**src/logic/cache_macros.svh**
```systemverilog
`ifndef CACHE_MACROS_SVH
`define CACHE_MACROS_SVH

// Byte address as presented on the request port
`define CACHE_ADDR_W 48

// 64-byte blocks
`define CACHE_OFFSET_BITS 6

// Statistics counters wrap at this width
`define CACHE_COUNT_W 18

//////////////////////////////////////////////////////////////////////
// Level geometry
//////////////////////////////////////////////////////////////////////

// L1 has 4 sets of 2 ways
`define L1_SET_BITS 2
`define L1_WAYS 2

// L2 has 8 sets of 4 ways
`define L2_SET_BITS 3
`define L2_WAYS 4

// Opcode that marks a write access (ASCII 'W')
`define CACHE_OP_WRITE 8'h57

`endif

```
**src/logic/cache_pkg.sv**
```systemverilog
`default_nettype none

`include "cache_macros.svh"

package cache_pkg;

  // Full byte address
  typedef logic [`CACHE_ADDR_W-1:0] addr_t;

  // Address with the block offset stripped
  typedef logic [`CACHE_ADDR_W-`CACHE_OFFSET_BITS-1:0] block_addr_t;

  // Operation code of one access
  typedef logic [7:0] op_t;

  // One statistics counter
  typedef logic [`CACHE_COUNT_W-1:0] count_t;

  // Replacement choice for both levels
  typedef enum logic {
    POLICY_FIFO,
    POLICY_LRU
  } replace_policy_t;

  // Where the block was found
  typedef enum logic [1:0] {
    HIT_L1,
    HIT_L2,
    HIT_NONE
  } hit_level_t;

  // Lookup sequencer FSM
  typedef enum logic [1:0] {
    SEQ_IDLE,
    SEQ_L1,
    SEQ_L2,
    SEQ_RESP
  } seq_state_t;

endpackage

`default_nettype wire

```
**src/logic/tag_level.sv**
```systemverilog
`timescale 1ns/1ps
`default_nettype none

module tag_level import cache_pkg::*; #(
  parameter int SET_BITS = 2,
  parameter int WAYS     = 2
) (
  input  logic            clk,
  input  logic            reset,
  input  replace_policy_t policy,
  input  block_addr_t     block_addr,
  input  logic            commit,
  output logic            hit
);

  localparam int SETS  = 1 << SET_BITS;
  localparam int BLK_W = $bits(block_addr_t);
  localparam int TAG_W = BLK_W - SET_BITS;
  localparam int POS_W = (WAYS > 1) ? $clog2(WAYS) : 1;

  // Age-ordered tag store per set
  // Position 0 holds the newest entry, position WAYS-1 the oldest
  logic [TAG_W-1:0] tags  [SETS][WAYS];
  logic [WAYS-1:0]  valid [SETS];

  logic [SET_BITS-1:0] set_idx;
  logic [TAG_W-1:0]    tag;
  logic [WAYS-1:0]     way_hit;
  logic [POS_W-1:0]    hit_pos;
  logic [POS_W-1:0]    shift_last;
  logic                update;

  //////////////////////////////////////////////////////////////////////
  // Lookup
  //////////////////////////////////////////////////////////////////////

  // Low bits select the set, the rest is the tag
  assign set_idx = block_addr[SET_BITS-1:0];
  assign tag     = block_addr[BLK_W-1:SET_BITS];

  // Compare all ways of the addressed set in parallel
  always_comb begin
    way_hit = '0;
    for (int w = 0; w < WAYS; w++) begin
      way_hit[w] = valid[set_idx][w] && (tags[set_idx][w] == tag);
    end
  end

  assign hit = |way_hit;

  // Position of the matching entry
  // At most one way can match, lowest index wins anyway
  always_comb begin
    hit_pos = '0;
    for (int w = WAYS - 1; w >= 0; w--) begin
      if (way_hit[w]) begin
        hit_pos = POS_W'(w);
      end
    end
  end

  //////////////////////////////////////////////////////////////////////
  // Age list update
  //////////////////////////////////////////////////////////////////////

  // Miss shifts the whole list and drops the oldest
  // LRU hit shifts only the entries younger than the hit one
  assign shift_last = hit ? hit_pos : POS_W'(WAYS - 1);

  // FIFO hit leaves the list as it is
  assign update = commit && !(hit && (policy == POLICY_FIFO));

  // Valid bits stay packed from position 0 upward
  always_ff @(posedge clk) begin
    if (reset) begin
      for (int s = 0; s < SETS; s++) begin
        valid[s] <= '0;
      end
    end else if (update) begin
      for (int w = 1; w < WAYS; w++) begin
        if (w <= int'(shift_last)) begin
          valid[set_idx][w] <= valid[set_idx][w-1];
        end
      end
      valid[set_idx][0] <= 1'b1;
    end
  end

  // Tag payload moves with its valid bit
  always_ff @(posedge clk) begin
    if (update) begin
      for (int w = 1; w < WAYS; w++) begin
        if (w <= int'(shift_last)) begin
          tags[set_idx][w] <= tags[set_idx][w-1];
        end
      end
      // New or promoted tag becomes the newest entry
      tags[set_idx][0] <= tag;
    end
  end

endmodule

`default_nettype wire

```
**src/logic/access_sequencer.sv**
```systemverilog
`timescale 1ns/1ps
`default_nettype none

`include "cache_macros.svh"

module access_sequencer import cache_pkg::*; (
  input  logic        clk,
  input  logic        reset,
  // Request port
  input  logic        req_valid,
  output logic        req_ready,
  input  addr_t       req_addr,
  input  op_t         req_op,
  // Response port
  output logic        rsp_valid,
  input  logic        rsp_ready,
  output hit_level_t  rsp_level,
  // Tag level control
  output block_addr_t block_addr,
  input  logic        l1_hit,
  input  logic        l2_hit,
  output logic        l1_commit,
  output logic        l2_commit,
  // Statistics outcome
  output logic        outcome_strobe,
  output hit_level_t  outcome_level,
  output logic        outcome_write
);

  seq_state_t state;
  seq_state_t state_next;
  logic       write_q;
  hit_level_t level_q;

  //////////////////////////////////////////////////////////////////////
  // FSM
  //////////////////////////////////////////////////////////////////////

  always_comb begin
    state_next = state;
    case (state)
      SEQ_IDLE: begin
        if (req_valid) begin
          state_next = SEQ_L1;
        end
      end
      // L1 hit finishes here, a miss goes on to L2
      SEQ_L1:   state_next = l1_hit ? SEQ_RESP : SEQ_L2;
      SEQ_L2:   state_next = SEQ_RESP;
      // Hold the response until it is taken
      SEQ_RESP: begin
        if (rsp_ready) begin
          state_next = SEQ_IDLE;
        end
      end
      default:  state_next = SEQ_IDLE;
    endcase
  end

  always_ff @(posedge clk) begin
    if (reset) begin
      state <= SEQ_IDLE;
    end else begin
      state <= state_next;
    end
  end

  // Capture block address and write flag on acceptance
  always_ff @(posedge clk) begin
    if (req_valid && req_ready) begin
      block_addr <= req_addr[`CACHE_ADDR_W-1:`CACHE_OFFSET_BITS];
      write_q    <= (req_op == `CACHE_OP_WRITE);
    end
  end

  //////////////////////////////////////////////////////////////////////
  // Level strobes and outcome
  //////////////////////////////////////////////////////////////////////

  // Each level updates in its own lookup cycle
  assign l1_commit = (state == SEQ_L1);
  assign l2_commit = (state == SEQ_L2);

  // Pulse in the last lookup cycle
  assign outcome_strobe = (state == SEQ_L1 && l1_hit) || (state == SEQ_L2);
  assign outcome_level  = (state == SEQ_L1) ? HIT_L1 : (l2_hit ? HIT_L2 : HIT_NONE);
  assign outcome_write  = write_q;

  // Result held for the whole response phase
  always_ff @(posedge clk) begin
    if (outcome_strobe) begin
      level_q <= outcome_level;
    end
  end

  assign req_ready = (state == SEQ_IDLE);
  assign rsp_valid = (state == SEQ_RESP);
  assign rsp_level = level_q;

endmodule

`default_nettype wire

```
**src/logic/access_counters.sv**
```systemverilog
`timescale 1ns/1ps
`default_nettype none

module access_counters import cache_pkg::*; (
  input  logic       clk,
  input  logic       reset,
  input  logic       outcome_strobe,
  input  hit_level_t outcome_level,
  input  logic       outcome_write,
  output count_t     l1_hits,
  output count_t     l1_misses,
  output count_t     l2_hits,
  output count_t     l2_misses,
  output count_t     writes
);

  //////////////////////////////////////////////////////////////////////
  // Statistics, one update per finished lookup
  //////////////////////////////////////////////////////////////////////

  always_ff @(posedge clk) begin
    if (reset) begin
      l1_hits   <= '0;
      l1_misses <= '0;
      l2_hits   <= '0;
      l2_misses <= '0;
      writes    <= '0;
    end else if (outcome_strobe) begin
      case (outcome_level)
        HIT_L1: l1_hits <= l1_hits + count_t'(1);
        // L2 is only consulted after an L1 miss
        HIT_L2: begin
          l1_misses <= l1_misses + count_t'(1);
          l2_hits   <= l2_hits + count_t'(1);
        end
        HIT_NONE: begin
          l1_misses <= l1_misses + count_t'(1);
          l2_misses <= l2_misses + count_t'(1);
        end
        default: ;
      endcase
      // Writes counted on top of the level outcome
      if (outcome_write) begin
        writes <= writes + count_t'(1);
      end
    end
  end

endmodule

`default_nettype wire

```
**src/logic/cache_engine.sv**
```systemverilog
`timescale 1ns/1ps
`default_nettype none

`include "cache_macros.svh"

module cache_engine import cache_pkg::*; (
  input  logic            clk,
  input  logic            reset,
  input  replace_policy_t replace_policy,
  input  logic            req_valid,
  output logic            req_ready,
  input  addr_t           req_addr,
  input  op_t             req_op,
  output logic            rsp_valid,
  input  logic            rsp_ready,
  output hit_level_t      rsp_level,
  output count_t          l1_hits,
  output count_t          l1_misses,
  output count_t          l2_hits,
  output count_t          l2_misses,
  output count_t          writes
);

  // Shared block address and per level strobes
  block_addr_t block_addr;
  logic        l1_hit;
  logic        l2_hit;
  logic        l1_commit;
  logic        l2_commit;
  // Outcome to the statistics block
  logic        outcome_strobe;
  hit_level_t  outcome_level;
  logic        outcome_write;

  //////////////////////////////////////////////////////////////////////
  // Sequencer and two tag levels
  //////////////////////////////////////////////////////////////////////

  access_sequencer u_sequencer (
    .clk            (clk),
    .reset          (reset),
    .req_valid      (req_valid),
    .req_ready      (req_ready),
    .req_addr       (req_addr),
    .req_op         (req_op),
    .rsp_valid      (rsp_valid),
    .rsp_ready      (rsp_ready),
    .rsp_level      (rsp_level),
    .block_addr     (block_addr),
    .l1_hit         (l1_hit),
    .l2_hit         (l2_hit),
    .l1_commit      (l1_commit),
    .l2_commit      (l2_commit),
    .outcome_strobe (outcome_strobe),
    .outcome_level  (outcome_level),
    .outcome_write  (outcome_write)
  );

  // Small L1
  tag_level #(
    .SET_BITS (`L1_SET_BITS),
    .WAYS     (`L1_WAYS)
  ) l1_level (
    .clk        (clk),
    .reset      (reset),
    .policy     (replace_policy),
    .block_addr (block_addr),
    .commit     (l1_commit),
    .hit        (l1_hit)
  );

  // Larger L2, same lookup address
  tag_level #(
    .SET_BITS (`L2_SET_BITS),
    .WAYS     (`L2_WAYS)
  ) l2_level (
    .clk        (clk),
    .reset      (reset),
    .policy     (replace_policy),
    .block_addr (block_addr),
    .commit     (l2_commit),
    .hit        (l2_hit)
  );

  access_counters u_counters (
    .clk            (clk),
    .reset          (reset),
    .outcome_strobe (outcome_strobe),
    .outcome_level  (outcome_level),
    .outcome_write  (outcome_write),
    .l1_hits        (l1_hits),
    .l1_misses      (l1_misses),
    .l2_hits        (l2_hits),
    .l2_misses      (l2_misses),
    .writes         (writes)
  );

endmodule

`default_nettype wire

```
**config.mk**
```make
export PLATFORM = sky130hd
export DESIGN_NAME = cache_engine
export DESIGN_NICKNAME = d
export VERILOG_FILES = /design/src/logic/cache_pkg.sv /design/src/logic/tag_level.sv /design/src/logic/access_sequencer.sv /design/src/logic/access_counters.sv /design/src/logic/cache_engine.sv
export VERILOG_INCLUDE_DIRS = /design/src /design/src/logic
export SDC_FILE = /design/constraint.sdc
export NUM_CORES = 2
export LEC_CHECK = 0
export BUFFER_PORTS_ARGS = -buffer_cell sky130_fd_sc_hd__buf_2
export CORE_UTILIZATION = 62
export CTS_CLUSTER_DIAMETER = 40
export DETAILED_ROUTE_END_ITERATION = 16
export GPL_TIMING_DRIVEN = 0
export PLACE_DENSITY = 0.75
export SETUP_SLACK_MARGIN = 0.05
export SKIP_CTS_REPAIR_TIMING = 1
export SYNTH_ARGS = -nofsm -noshare
export SYNTH_HDL_FRONTEND = slang
export SYNTH_SLANG_ARGS = --single-unit
```
**constraint.sdc**
```tcl
create_clock -name clk -period 6.76 [get_ports clk]
set_input_delay 1.352 -clock clk [delete_from_list [all_inputs] [get_ports clk]]
set_output_delay 1.352 -clock clk [all_outputs]
set_load 0.02 [all_outputs]
```
==> impl_results.md <==
* Vias/cell at 6.86
* 1st-iter DRT viols at 5888
* Reg clk slew, reported paths at 0.06 ns
* CTS Buf Count at 196
* CP Cell Sequence: buf_6, buf_6, buf_6, buf_4, buf_6, buf_4, buf_4, mux2i_2, xnor2_1, nor4_2, and4b_1, a22oi_4, buf_4, o21ai_4, buf_2, nor2_4, buf_16, buf_12
* Final setup skew at 0.0310 ns
* CP bufs+invs at 11
* Vias in the first global route at 38.7k
* Largest net degree at the start of global routing at 40
* Sw frac at 34.2%
* Drt first pass iters at 6
* Vias at 40.7k
* Met1 GRT Util at 49.3%
* TritonCTS clock tree: built
* Largest driver fanout on the critical path at 20
* Die Y at 340 µm
* IO Pins at 155
* Layout fillers at 6700
* Avg WL per Cell at 36.6 µm
* Crit start category: register
* Final wirelength at 217 mm
* Worst ir drop on vdd at 0.327 mV
* Die Area at 0.116 mm²
* Sequential share of the synthesized area at 72.5%
* Crit Path Class: reg2reg
* Setup TNS at -1.95 ns
* Actual slew at the worst max-slew pin at 1.36 ns
* DRC at 0
* Worst path slowest cell: dfxtp_1
* Ys Warns at 0
* M3 GR Usage at 10.0%
* Internal cell power at 23.5 mW
* Chip width at 340 µm
* GR Util All Layers at 37.5%
* DRT antenna net count at 0
* RSZ-0062 raised after global routing: yes
* Hold Slack at 0.471 ns
* Post-synthesis mux area share at 14.4%
* Port bufs at 147
* Syn_nets at 3884
* PD cells at 437 mW/mm²
* Logic pwr share at 30.1%
* FFs w/ async S/R, synth at 0%
* Psw at 12.2 mW
* Register Area at 0.0515 mm²
* Leakage Power at 27.0 nW
* Initial antenna violation count at 8
* Failing checks: negative setup slack
* Num Clock Sinks at 1748
* HP Class: reg2reg
* Slew margin rel. at 9.63%
* Hold Path Origin: l2_level.valid[1][0]
* Compound-Gate Fraction of Synth Area at 2.52%
* WP data arrival at 7.34 ns
* Critical Path Sink Type: register
* Global routing usage on met2 at 57.8%
* Placed wire-length estimate at 147 mm
* Post-Synth XOR/XNOR Area at 3.04%
* Site Rows at 123
* Core Area at 0.113 mm²
* Final WS setup at -0.0869 ns
* Dpl cell area at 0.0749 mm²
* Synth Flop Type: edfxtp_1
* Post-synthesis simple-gate area fraction at 5.23%
* Area grow syn2layout at 15.4%
* Latest clock arrival within the worst-skew pair at 0.82 ns
* Synthesized-area fraction occupied by adder cells at 0.176%
* Final nets at 4340
* Clock root buffer: clkbuf_16
* EDFF count, synth at 1645
* Mapped Cells at 3813
* Layout cells sized above 1 at 28.4%
* Status: complete, but fails checks
* Area occupied by multi-input gates at 0.0184 mm²
* Max-Cap Viols at 0
* Final hold vios at 0
* Period Utilization, post-route at 101%
* Syn_area_per_cell at 18.6 µm²
* FF+latch count, synth at 1748
* Top Family by Delay on Critical Path: buffers and inverters
* Routability cong. at 0.997
* Fmax at 146 MHz
* CP max stage delay at 0.58 ns
* Remaining Overflow, GRT at 0
* Max Buffers Root-to-Sink at 3
* Seq pwr share at 40.5%
* Final setup violation count at 50
* Largest family of logic cells by synthesized area: multiplexers
* Min Tclk post-route at 6.85 ns
* CP Data Required Time at 7.25 ns
* H-tree depth at 4
* Yosys cell types at 85
* Initial Utilization at 62.8%
* Mapped Area at 0.0710 mm²
* Post-route cell area at 0.0819 mm²
* Max Slew Vio Count at 0
* First-pass GRT wire length at 295 mm
* Grt peak-use layer: met2
* Power share of the clock group at 29.4%
-- cells by family (layout without fill, tap and decap cells) --
group           count (synthesis)  in the layout
buf+inv                       247            861
other cells                     0              3
xor+xnor                      246            246
mux                           632            632
simple gates                  676            677
fa+ha+maj                      10             10
flops                        1748           1748
compound gates                254            254
-- metal layers --
| layer | part of all wire, % | vias to the layer above |
|---|---|---|
| met5 | 0.0032 | - |
| met3 | 12 | 604 |
| met2 | 46 | 3061 |
| met1 | 35 | 20797 |
| met4 | 6.2 | 2 |
| li1 | - | 16211 |
-- through the flow --
step	utilization, %	setup WS (ns)	total power [mW]	instances
after detailed placement	66.3	-0.609	25.0	5514
after global placement	65.1	-3.34	24.8	5460
after CTS	72.0	-0.618	35.4	5871
after global routing	72.5	0.0514	36.4	5928
after floorplan	-	1.36	20.6	3813
final	72.5	-0.0869	35.8	5931
-- cells in the mapped netlist, drive strengths merged (18+ instances only) --
cell type     n  share of area, %
clkbuf       59              0.31
nand2        84              0.45
xnor2       185               2.3
and3         24              0.21
dfxtp       103               2.9
nor2b        31              0.27
mux2i       170               2.4
edfxtp     1645                70
buf         139               1.5
o22ai        60              0.53
nor4         50              0.47
and2         18              0.16
nand4        58              0.52
or3          34              0.31
xor2         61              0.75
mux2        167               2.7
inv          49              0.26
nand3        34              0.24
a21oi        41              0.29
mux4        295               9.4
o21ai        52              0.38
nor2        172              0.92
or2          32              0.28
nand2b       27              0.24
nor3         39              0.28
-- placed cells by master, fill, tap and decap left out, drive strengths merged, types with 41 or more instances in the layout --
master / Yosys / final
xnor2: 185 / 185
dfxtp: 103 / 103
inv: 49 / 79
mux2i: 170 / 170
nor4: 50 / 50
nand4: 58 / 58
o22ai: 60 / 60
nor2: 172 / 173
a21oi: 41 / 41
o21ai: 52 / 52
buf: 139 / 393
xor2: 61 / 61
clkbuf: 59 / 282
edfxtp: 1645 / 1645
mux2: 167 / 167
nand2: 84 / 84
mux4: 295 / 295
clkinv: 0 / 76
-- layout make-up --
cell class / instances / share of cell area [%]
Clock inverter: 137 / 1.59
Tap cell: 1500 / 2.29
Sequential cell: 1748 / 62.8
Antenna cell: 3 / 0.00917
Timing Repair Buffer: 258 / 2.84
Clock buffer: 220 / 6.23
Inverter: 49 / 0.225
Buffer: 197 / 1.58
Multi-Input combinational cell: 1819 / 22.4
-- sequential cells by signal, indices dropped and copies added, names as in the netlist, named ones only --
| signal | flops |
|---|---|
| l2_level.tags | 1248 |
| l1_level.tags | 320 |
| u_sequencer.block_addr | 42 |
| l2_level.valid | 32 |
| u_counters.l1_hits | 18 |
| u_counters.l1_misses | 18 |
| u_counters.l2_hits | 18 |
| u_counters.l2_misses | 18 |
| u_counters.writes | 18 |
| l1_level.valid | 8 |
| u_sequencer.rsp_level | 2 |
| u_sequencer.state | 2 |
| u_sequencer.outcome_write | 1 |
-- worst paths after layout --
check | end | slack [ns] | cells after the start
max | l2_level.tags[6][67] | -0.09 | 18
min | l2_level.valid[1][0] | 0.47 | 2
max reg2reg | l2_level.tags[6][67] | -0.09 | 18
min reg2reg | l2_level.valid[1][0] | 0.47 | 2
-- tightest hold or removal path: stages (launching register included) --
cell and delay [ns]:
dfxtp_1 0.33, nand2b_1 0.06, o31ai_1 0.05
-- power groups by stage --
stage,clock network (mW),logic (mW),registers (mW)
3_5_place_dp,0,10.4,14.7
4_1_cts,10.5,10.4,14.5
6_report,10.5,10.8,14.5
2_1_floorplan,0,6.07,14.5
5_1_grt,10.9,10.9,14.5
3_3_place_gp,0,10.1,14.7
(Power assumes the default switching activity.)
